===== config.mk =====
export PLATFORM = sky130hd
export DESIGN_NAME = median_filter
export DESIGN_NICKNAME = d
export VERILOG_FILES = /design/src/hdl/median_filter_pkg.sv /design/src/hdl/median_filter.sv /design/src/hdl/window_sequencer.sv /design/src/hdl/window_capture.sv /design/src/hdl/channel_median.sv
export SDC_FILE = /design/constraint.sdc
export NUM_CORES = 2
export LEC_CHECK = 0
export BUFFER_PORTS_ARGS = -buffer_cell sky130_fd_sc_hd__clkbuf_2
export CAP_MARGIN = 40
export CORE_ASPECT_RATIO = 1.2
export CORE_MARGIN = 4
export CORE_UTILIZATION = 55
export CTS_CLUSTER_DIAMETER = 30
export DETAILED_ROUTE_END_ITERATION = 10
export PLACE_DENSITY = 0.69
export SETUP_SLACK_MARGIN = 0.5
export SLEW_MARGIN = 20
export SYNTH_ARGS = -nofsm -noshare
export SYNTH_HDL_FRONTEND = slang
export SYNTH_SLANG_ARGS = --single-unit

===== constraint.sdc =====
create_clock -name clk -period 21.9 [get_ports clk]
set_input_delay 1.095 -clock clk [delete_from_list [all_inputs] [get_ports clk]]
set_output_delay 1.095 -clock clk [all_outputs]
set_load 0.02 [all_outputs]

===== src/hdl/median_filter_pkg.sv =====
package median_filter_pkg;

  // Memory word and pixel layout
  localparam int channel_width = 8;
  localparam int word_width    = 32;
  localparam int address_width = 18;

  // Low bit of each colour field, bits 23:16 unused
  localparam int red_lsb   = 0;
  localparam int green_lsb = 8;
  localparam int blue_lsb  = 24;

  // 3x3 window, one byte per slot per channel
  localparam int window_size  = 9;
  localparam int window_width = window_size * channel_width;

  // Per-pixel step schedule
  localparam int step_width = 4;
  localparam logic [step_width-1:0] read_steps      = 4'd9;   // Steps 0..8 issue reads
  localparam logic [step_width-1:0] write_step      = 4'd10;  // Result write
  localparam logic [step_width-1:0] steps_per_pixel = 4'd11;

  // 255 marks an edge downstream, so a median never takes it
  localparam logic [channel_width-1:0] reserved_value = 8'd255;
  localparam logic [channel_width-1:0] clamp_value    = 8'd254;

  // Sequencer states
  localparam int state_width = 2;
  localparam logic [state_width-1:0] state_idle    = 2'd0;
  localparam logic [state_width-1:0] state_holdoff = 2'd1;  // One cycle before the first read
  localparam logic [state_width-1:0] state_run     = 2'd2;
  localparam logic [state_width-1:0] state_done    = 2'd3;  // Waits for enable to drop

endpackage

===== src/hdl/median_filter.sv =====
`timescale 1ns/10ps

// 3x3 median filter over an RGB image in word-addressed memory
// Sequencer walks the centres, capture collects the window,
// one sorting network per channel produces the median
module median_filter #(
  parameter int image_width  = 320,
  parameter int image_height = 240
) (
  input  logic                                        clk,
  input  logic                                        reset,
  input  logic                                        enable,      // Level, holds the pass running
  input  logic [median_filter_pkg::word_width-1:0]    data_read,   // One cycle after address
  output logic [median_filter_pkg::address_width-1:0] address,
  output logic [median_filter_pkg::word_width-1:0]    data_write,
  output logic                                        wren,
  output logic                                        done
);

  logic [median_filter_pkg::step_width-1:0]    step;

  // Per-channel windows, slot 0 in the low byte
  logic [median_filter_pkg::window_width-1:0]  red_window;
  logic [median_filter_pkg::window_width-1:0]  green_window;
  logic [median_filter_pkg::window_width-1:0]  blue_window;

  logic [median_filter_pkg::channel_width-1:0] red_median;
  logic [median_filter_pkg::channel_width-1:0] green_median;
  logic [median_filter_pkg::channel_width-1:0] blue_median;

  window_sequencer #(
    .image_width  (image_width),
    .image_height (image_height)
  ) i_window_sequencer (
    .clk     (clk),
    .reset   (reset),
    .enable  (enable),
    .step    (step),
    .address (address),
    .wren    (wren),
    .done    (done)
  );

  window_capture i_window_capture (
    .clk          (clk),
    .reset        (reset),
    .step         (step),
    .data_read    (data_read),
    .red_window   (red_window),
    .green_window (green_window),
    .blue_window  (blue_window)
  );

  channel_median i_red_median (
    .window (red_window),
    .median (red_median)
  );

  channel_median i_green_median (
    .window (green_window),
    .median (green_median)
  );

  channel_median i_blue_median (
    .window (blue_window),
    .median (blue_median)
  );

  // Same layout as a pixel word, byte 2 left clear
  assign data_write = {blue_median,
                       {median_filter_pkg::channel_width{1'b0}},
                       green_median,
                       red_median};

endmodule


===== src/hdl/window_sequencer.sv =====
`timescale 1ns/10ps

// Pass control for the median filter
// Each centre takes 11 cycles: nine reads, one wait, one write
module window_sequencer #(
  parameter int image_width  = 320,
  parameter int image_height = 240
) (
  input  logic                                        clk,
  input  logic                                        reset,
  input  logic                                        enable,
  output logic [median_filter_pkg::step_width-1:0]    step,
  output logic [median_filter_pkg::address_width-1:0] address,
  output logic                                        wren,
  output logic                                        done
);

  localparam int aw = median_filter_pkg::address_width;

  localparam logic [aw-1:0] one_pixel   = aw'(1);
  localparam logic [aw-1:0] one_row     = aw'(image_width);
  // Results go just past the image and its guard word
  localparam logic [aw-1:0] result_base = aw'(image_width * image_height + 1);
  // Rows 0 and image_height-1 are never centres
  localparam logic [aw-1:0] last_centre = aw'(image_width * (image_height - 2) - 1);

  logic [median_filter_pkg::state_width-1:0] state;
  logic [aw-1:0] centre;             // Centre number k within the pass
  logic [aw-1:0] centre_address;
  logic [aw-1:0] neighbour_address;
  logic [aw-1:0] result_address;
  logic          last_step;

  assign last_step = (step == median_filter_pkg::steps_per_pixel - 1'b1);

  always_ff @(posedge clk) begin
    if (reset) begin
      state  <= median_filter_pkg::state_idle;
      step   <= '0;
      centre <= '0;
    end else if (!enable) begin
      // Abort mid-pass or release after done
      state  <= median_filter_pkg::state_idle;
      step   <= '0;
      centre <= '0;
    end else begin
      case (state)
        median_filter_pkg::state_idle: begin
          state <= median_filter_pkg::state_holdoff;
        end
        median_filter_pkg::state_holdoff: begin
          state  <= median_filter_pkg::state_run;   // Step 0 of centre 0 next
          step   <= '0;
          centre <= '0;
        end
        median_filter_pkg::state_run: begin
          if (last_step) begin
            step <= '0;
            if (centre == last_centre) begin
              state <= median_filter_pkg::state_done;
            end else begin
              centre <= centre + one_pixel;
            end
          end else begin
            step <= step + 1'b1;
          end
        end
        default: begin
          // Done, hold until enable falls
          step <= '0;
        end
      endcase
    end
  end

  assign centre_address = one_row + centre;          // Row 1 onwards
  assign result_address = result_base + centre;

  // Read order: centre, left, right, top-right, top, top-left,
  // bottom-left, bottom, bottom-right
  // Left and right wrap across row ends, no edge handling
  always_comb begin
    case (step)
      4'd1:    neighbour_address = centre_address - one_pixel;
      4'd2:    neighbour_address = centre_address + one_pixel;
      4'd3:    neighbour_address = centre_address - one_row + one_pixel;
      4'd4:    neighbour_address = centre_address - one_row;
      4'd5:    neighbour_address = centre_address - one_row - one_pixel;
      4'd6:    neighbour_address = centre_address + one_row - one_pixel;
      4'd7:    neighbour_address = centre_address + one_row;
      4'd8:    neighbour_address = centre_address + one_row + one_pixel;
      default: neighbour_address = centre_address;    // Step 0 and the wait step
    endcase
  end

  always_comb begin
    address = '0;                                       // Bus parked at zero outside a pass
    if (state == median_filter_pkg::state_run) begin
      if (step == median_filter_pkg::write_step) begin
        address = result_address;
      end else if (step < median_filter_pkg::read_steps) begin
        address = neighbour_address;
      end else begin
        address = centre_address;                       // Wait step, nothing returned used
      end
    end
  end

  // One-cycle strobe per centre
  assign wren = (state == median_filter_pkg::state_run) &&
                (step == median_filter_pkg::write_step);

  assign done = (state == median_filter_pkg::state_done);

endmodule


===== src/hdl/window_capture.sv =====
`timescale 1ns/10ps

// Collects the nine window pixels as they come back from memory
// Read issued in step s returns in step s+1 and lands in slot s
module window_capture (
  input  logic                                       clk,
  input  logic                                       reset,
  input  logic [median_filter_pkg::step_width-1:0]   step,
  input  logic [median_filter_pkg::word_width-1:0]   data_read,
  output logic [median_filter_pkg::window_width-1:0] red_window,
  output logic [median_filter_pkg::window_width-1:0] green_window,
  output logic [median_filter_pkg::window_width-1:0] blue_window
);

  localparam int cw = median_filter_pkg::channel_width;

  logic [cw-1:0] red_pixel;
  logic [cw-1:0] green_pixel;
  logic [cw-1:0] blue_pixel;
  logic [median_filter_pkg::step_width-1:0] slot;   // Slot for the returning word
  logic load;

  // Colour fields of the returning word
  assign red_pixel   = data_read[median_filter_pkg::red_lsb   +: cw];
  assign green_pixel = data_read[median_filter_pkg::green_lsb +: cw];
  assign blue_pixel  = data_read[median_filter_pkg::blue_lsb  +: cw];

  assign slot = step - 1'b1;

  // Steps 1..9 carry window data, step 0 sees the previous write cycle
  assign load = (step != '0) && (step <= median_filter_pkg::read_steps);

  always_ff @(posedge clk) begin
    if (reset) begin
      red_window   <= '0;
      green_window <= '0;
      blue_window  <= '0;
    end else if (load) begin
      red_window[slot*cw +: cw]   <= red_pixel;
      green_window[slot*cw +: cw] <= green_pixel;
      blue_window[slot*cw +: cw]  <= blue_pixel;
    end
  end

endmodule


===== src/hdl/channel_median.sv =====
`timescale 1ns/10ps

// Median of nine bytes by a 19-exchange network
// Only slot 4 is fully ordered at the end, enough for the median
module channel_median (
  input  logic [median_filter_pkg::window_width-1:0]  window,
  output logic [median_filter_pkg::channel_width-1:0] median
);

  localparam int cw = median_filter_pkg::channel_width;

  logic [cw-1:0] v [median_filter_pkg::window_size];  // Working copy of the window
  logic [cw-1:0] middle;

  // Smaller value to the first position
  function automatic logic [2*cw-1:0] order(input logic [cw-1:0] a,
                                            input logic [cw-1:0] b);
    return (a > b) ? {b, a} : {a, b};
  endfunction

  always_comb begin
    // Unpack, slot 0 is the centre pixel
    for (int i = 0; i < median_filter_pkg::window_size; i++) begin
      v[i] = window[i*cw +: cw];
    end

    // Sort the three triples
    {v[1], v[2]} = order(v[1], v[2]);
    {v[4], v[5]} = order(v[4], v[5]);
    {v[7], v[8]} = order(v[7], v[8]);
    {v[0], v[1]} = order(v[0], v[1]);
    {v[3], v[4]} = order(v[3], v[4]);
    {v[6], v[7]} = order(v[6], v[7]);
    {v[1], v[2]} = order(v[1], v[2]);
    {v[4], v[5]} = order(v[4], v[5]);
    {v[7], v[8]} = order(v[7], v[8]);

    // Max of the mins, min of the maxes
    {v[0], v[3]} = order(v[0], v[3]);
    {v[5], v[8]} = order(v[5], v[8]);
    {v[4], v[7]} = order(v[4], v[7]);
    {v[3], v[6]} = order(v[3], v[6]);   // v[6] now max of mins
    {v[1], v[4]} = order(v[1], v[4]);
    {v[2], v[5]} = order(v[2], v[5]);   // v[2] now min of maxes
    {v[4], v[7]} = order(v[4], v[7]);   // v[4] median of middles

    // Median of the three candidates ends in slot 4
    {v[4], v[2]} = order(v[4], v[2]);
    {v[6], v[4]} = order(v[6], v[4]);
    {v[4], v[2]} = order(v[4], v[2]);

    middle = v[4];
  end

  // Keep 255 free for the edge detector
  assign median = (middle == median_filter_pkg::reserved_value) ?
                  median_filter_pkg::clamp_value : middle;

endmodule


### Yosys cells after proc, flatten, opt, wreduce, memory -nomap -nowiden

Cells that the tools add are included.

| cells by class | value |
|---|---|
| $add $sub $neg | 14 |
| magnitude comparators | 59 |
| eq/ne operators | 19 |
| shift-type cells | 4 |
| mux-type cells | 75 |
| bitwise gates (word level) | 1 |
| reduce and logical (&&, ||, !) cells | 9 |

Operators with widths:

| kind | number |
|---|---|
| 16-bit two-way mux | 45 |
| 8-bit > comparator | 57 |
| 72-bit bitwise mux | 3 |
| 8-bit by 34-bit variable part select with 72-bit output | 3 |
| 18-bit case mux with 8 select lines | 1 |
| 8-bit two-way mux | 15 |
| 18-bit two-way mux | 5 |
| 18-bit by 1-bit adder with 18-bit output, second input constant | 4 |
| 8-bit by 34-bit variable shift with 72-bit output, first input constant | 1 |
| 18-bit by 1-bit subtractor with 18-bit output, second input constant | 3 |
| 18-bit case mux with 2 select lines | 1 |
| 7-bit negator with 34-bit output | 1 |
| 8-bit == test, second input constant | 3 |
| 17-bit by 18-bit adder with 18-bit output, first input constant | 1 |
| 18-bit by 9-bit adder with 18-bit output, second input constant | 1 |
| 9-bit by 18-bit adder with 18-bit output, first input constant | 1 |
| 18-bit by 17-bit == test with 1-bit output, second input constant | 1 |
| 18-bit by 9-bit subtractor with 18-bit output, second input constant | 1 |
| 4-bit by 3-bit == test with 1-bit output, second input constant | 4 |
| 4-bit by 2-bit == test with 1-bit output, second input constant | 2 |
| 4-bit == test, second input constant | 2 |
| 4-bit case mux with 2 select lines | 1 |
| 2-bit case mux with 3 select lines | 1 |
| 3-bit AND reduction | 2 |
| 18 further kinds | 22 |

| word-level totals | value |
|---|---|
| flip-flop bits (word level) | 240 |
| output and inout bits | 52 |

### Depth between registers and ports, before layout

| logic depth | value |
|---|---|
| depth after elaboration | 20 |
| gate-level depth with buffers | 104 |
| mapped depth without buffers | 99 |

### Cells and area by module

From an unflattened synthesis, not the netlist that was laid out.

| unflattened totals | value |
|---|---|
| cell total of the unflattened synthesis | 4,803 |
| area, all modules | 34,644.5 µm² |

Modules (own cells, without submodules):

| module | instances | cells each | area each (µm²) | sequential area each (µm²) |
|---|---|---|---|---|
| window_capture | 1 | 1,044 | 8,740.9 | 4,324.1 |
| channel_median at i_red_median | 1 | 1,045 | 7,191.9 | 0.0 |
| channel_median at i_blue_median | 1 | 1,000 | 7,154.4 | 0.0 |
| channel_median at i_green_median | 1 | 975 | 6,625.1 | 0.0 |
| window_sequencer | 1 | 730 | 4,868.4 | 480.5 |
| median_filter | 1 | 9 | 63.8 | 0.0 |

### Worst setup path before layout

No wires, ideal clock.

| timing | value |
|---|---|
| path kind | reg2out |
| start point | register i_window_capture.green_window[65] in the netlist's numbering |
| end point | output port data_write[8] in the netlist's numbering |
| arrival time | 17,343 ps |
| setup slack | 3,462 ps |
| cell stages (with the launch flop) | 92 |
| buffers on the path | 11 |
| cell sequence | dfxtp_1 inv_1 ha_1 nor2b_1 o211a_1 o21a_1 nor2_1 buf_2 buf_1 nand2_1 o21ai_0 inv_1 ha_1 a21oi_1 a21oi_1 o31a_1 nor2_1 a211o_1 [... 56 more ...] a21boi_0 a31oi_1 o21ai_0 or2_1 buf_6 mux2_4 ha_1 o21a_1 o21ai_0 nand2b_1 a21oi_1 o21ai_0 o21ai_0 clkbuf_1 nor2_1 o21ba_2 a311oi_1 a31oi_1 |

| on the way | value |
|---|---|
| word-level cells in the longest chain between the ends | 20 |
| elaborated cells on any way between the ends | 26 |
| those cells by class | order compare: 12; eq/ne: 1; mux: 13 |

RTL lines:

| item | line | text |
|---|---|---|
| start: declaration | window_capture.sv:11 | `output logic [median_filter_pkg::window_width-1:0] green_window,` |
| start signal: indexed assignment | window_capture.sv:40 | `green_window[slot*cw +: cw] <= green_pixel;` |
| 8-bit > comparator | channel_median.sv:18 | `return (a > b) ? {b, a} : {a, b};` |
| 16-bit two-way mux (*) | channel_median.sv:18 |  |
| 8-bit > comparator | channel_median.sv:18 |  |
| 16-bit two-way mux | channel_median.sv:18 |  |
| 8-bit > comparator | channel_median.sv:18 |  |
| 16-bit two-way mux | channel_median.sv:18 |  |
| 8-bit > comparator | channel_median.sv:18 |  |
| 16-bit two-way mux | channel_median.sv:18 |  |
| [... 4 more ...] | - |  |
| 8-bit > comparator | channel_median.sv:18 |  |
| 16-bit two-way mux | channel_median.sv:18 |  |
| 8-bit > comparator | channel_median.sv:18 |  |
| 8-bit two-way mux | channel_median.sv:18 |  |
| 8-bit > comparator | channel_median.sv:18 |  |
| 16-bit two-way mux (*) | channel_median.sv:18 |  |
| 8-bit == test | channel_median.sv:56 | `assign median = (middle == median_filter_pkg::reserved_value) ?` |
| 8-bit two-way mux (*) | channel_median.sv:56 |  |
| end: declaration | median_filter.sv:15 | `output logic [median_filter_pkg::word_width-1:0] data_write,` |

Every way passes the cells marked *; elsewhere a longest branch is shown, timed or not.

### Worst setup path after layout

| timing | value |
|---|---|
| start point | register i_window_capture.green_window[71] in the netlist's numbering |
| end point | output port data_write[8] in the netlist's numbering |

The elaborated chain is that of the path after synthesis.

==> impl_metrics.toml <==
[timing]
drv_slew = 0
final.setup.tns_ns = 0
rsz0062_at_grt = "false"
max_freq_ghz = 0.0507
hold_violations = 0
worst_pin_slew_ns = 0.821
finalSetupViolCount = 0
fin_crit_ns = 19.71
fin_crit_sh = 0.900
max_slew_margin = 0.449
whs_ns = 0.468
skew_ns = 0.0295

[setup_path]
cp-end-kind = "output port"
rrSetupSlack_ns = 18.00
critPathMaxFanout = 29
start_kind = "register"
critPathRequiredTime_ns = 20.81
r2r_cells = 10
crit_type = "register to output port"
rr_startpoint = "i_window_sequencer.step[0]$_SDFFE_PP0P_"
crit_start = "i_window_capture.green_window[71]$_SDFFE_PP0P_"
cp_data_arrival_time_ns = 18.62
critPathSlowestCell = "o21ai_0"
r2r-end = "i_window_capture.blue_window[34]$_SDFFE_PP0P_"
cp_common_cell = "nor2_1"
crit_end = "data_write[8]"
crit_path_max_incr_delay_ns = 0.54

[floorplanning]
dieArea_sq_um = 62000
die_w_um = 228
die_h_um = 272
start_util = 0.557
io_pins = 87
core_sq_um = 57400
rows = 96

[drt]
ant_nets = 0
num_vias = 31600
via_per_inst = 6.04
wl_um = 93500
wire_per_inst_um = 17.8
drt-pass1-iter-count = 6
drc = 0
drtIter0Drc = 2521

[synth]
synth-seq-area-share = 0.150
synth_edf_count = 0
synthCells = 4496
yosys_warnings = 0
synth.distinct_cells = 106
synth-async-reset-ratio = 0
syn-mean-instance-area_sq_um = 7.11
synth-seq-cells = 240
synthesis.area_sq_um = 32000
synthFlopType = "dfxtp_1"

[global_route]
grt_usage = 0.286
grt_start_max_net_pins = 71
grt_first_pass_wirelength_um = 150000
grt_antenna_before_repair = 1
grt_pass1_vias = 29300
globalRouteOverflowTotal = 0

[clock_tree]
cts_root_buf = "clkbuf_16"
clockBufferDepth = 3
cts_buffers = 61
path_clk_slew_ns = 0.05
htreeDepth = 2
clock_sinks = 240
cts_tree = "done"
postCtsHoldBufs = 0
clock_latency_ns = 0.61

[finish]
diodes = 0
drive_above_1_share = 0.0978
layout_commonest_cell = "a21oi_1"
layout_common_cells = "a21oi_1 (550), nand2_1 (484), ha_1 (461), inv_1 (363), nor2_1 (329)"
nets = 4953
area_growth_pct = 10.5
fin_util = 0.615

[placement]
place.gp.congestion = 0.951
io_buffers = 70
place_hpwl_um = 72300

[pwr]
p_leak_uw = 0.0160
ir_drop_mv = 0.0585
p_per_area_nw_per_um2 = 41.7

[status]
status = "completed"

[job]
max-cap-violations = 0

[worst_hold_path]
min_path_type = "register to register"
hold_depth = 2
## area by class of cell
type / instances / area (sq um)
Tap cell: 735 / 920
Multi-Input combinational cell: 3636 / 24900
Clock inverter: 46 / 593
Fill cell: 5371 / 22100
Sequential cell: 240 / 4800
Timing Repair Buffer: 151 / 1130
Inverter: 367 / 1380
Clock buffer: 68 / 1600
## metal layers
metal / GRT usage / vias to the layer above / share of wire
met5: 0 / - / 0.00021
met4: 0.0916 / 2 / 0.030
met3: 0.0298 / 176 / 0.059
met2: 0.495 / 942 / 0.47
met1: 0.375 / 14600 / 0.44
li1: - / 15900 / -
## critical path, delay by kind of cell, from the launching register on
kind,cells,cell delay (ns)
AOI/OAI and AO/OA,40,7.91
adders and majority gates,11,3.26
buffers and inverters,10,1.69
DFF,1,0.35
muxes,4,1.50
and+or+nand+nor,21,3.30
## synth_stat cells, types with 6 or more instances
cell	number	area, sq um
nand4_1	61	382
dfxtp_1	240	4800
o2111ai_1	9	78.8
xnor2_1	49	429
o211ai_1	10	75.1
nor3_1	51	255
xor2_1	36	315
nor2_1	333	1250
o31ai_1	14	105
o221ai_1	12	105
a31o_2	6	52.6
or2_2	17	106
o21ai_1	21	105
clkbuf_1	219	822
ha_1	461	5770
nand3_1	308	1540
a221oi_1	8	70.1
nor2b_1	58	363
mux2_2	83	935
buf_1	22	82.6
or3_1	11	68.8
and3_1	38	238
o22ai_1	18	113
o21a_1	75	563
buf_2	6	30.0
a22oi_1	12	90.1
o21bai_1	6	45.0
a21o_1	81	608
a211o_1	13	114
a21oi_1	553	2770
a211oi_1	25	188
nand2b_1	44	275
and2_1	17	106
a21boi_0	6	45.0
o22a_1	6	52.6
nor4_1	9	56.3
a31oi_1	24	150
o21ai_0	253	1270
buf_4	11	82.6
o221a_2	6	67.6
inv_1	364	1370
mux2i_1	291	2910
nand2_1	485	1820
## registers in the layout, summed over array words and instances, names as in the netlist
| register | cells |
|---|---|
| i_window_capture.green_window | 72 |
| i_window_sequencer.step | 4 |
| i_window_sequencer.state | 2 |
| i_window_capture.blue_window | 72 |
| i_window_sequencer.centre | 18 |
| i_window_capture.red_window | 72 |
## worst min path at each step
| stage | slack, ns | to | startpoint |
|---|---|---|---|
| 4_1_cts | 0.47 | i_window_capture.red_window[44]$_SDFFE_PP0P_ | i_window_capture.red_window[44]$_SDFFE_PP0P_ |
| 3_3_place_gp | 0.46 | i_window_capture.blue_window[47]$_SDFFE_PP0P_ | i_window_capture.blue_window[47]$_SDFFE_PP0P_ |
| 6_report | 0.47 | i_window_capture.red_window[44]$_SDFFE_PP0P_ | i_window_capture.red_window[44]$_SDFFE_PP0P_ |
| 3_5_place_dp | 0.46 | i_window_capture.blue_window[45]$_SDFFE_PP0P_ | i_window_capture.blue_window[45]$_SDFFE_PP0P_ |
| 2_1_floorplan | 0.45 | i_window_capture.blue_window[32]$_SDFFE_PP0P_ | i_window_capture.blue_window[32]$_SDFFE_PP0P_ |
| 5_1_grt | 0.49 | i_window_capture.red_window[46]$_SDFFE_PP0P_ | i_window_capture.red_window[46]$_SDFFE_PP0P_ |
## where the power goes
group	internal, uW	switching (uW)
registers	438	0.291
logic	25.5	59.5
clock network	647	303
total	1110	362
## metrics by stage
step,power (uW),area [sq um],setup slack [ns],std cells
after floorplan,505,32000,3.46,4503
after global placement,528,32600,2.26,5091
after detailed placement,530,33000,2.51,5119
after CTS,1480,35200,1.82,5233
after global routing,1510,35300,0.503,5243
final,1470,35300,2.19,5243
## cells by family after synthesis
family                   count (synthesis)  share of synthesized area
buffers and inverters                  628                     0.0760
flip-flops                             240                      0.150
XOR/XNOR                                85                     0.0233
adder cells (fa/ha/maj)                466                      0.182
AND/OR/NAND/NOR                       1469                      0.213
AO/OA/AOI/OAI                         1228                      0.233
other                                    1                   0.000117
multiplexers                           379                      0.123
## what timing repair did
item,4_1_cts,5_1_grt
buffers inserted,0,0
setup endpoints to repair,0,10
gates resized for setup,0,10
endpoints found under the hold margin,0,0
No activity file was read; power rests on OpenSTA's default activity.
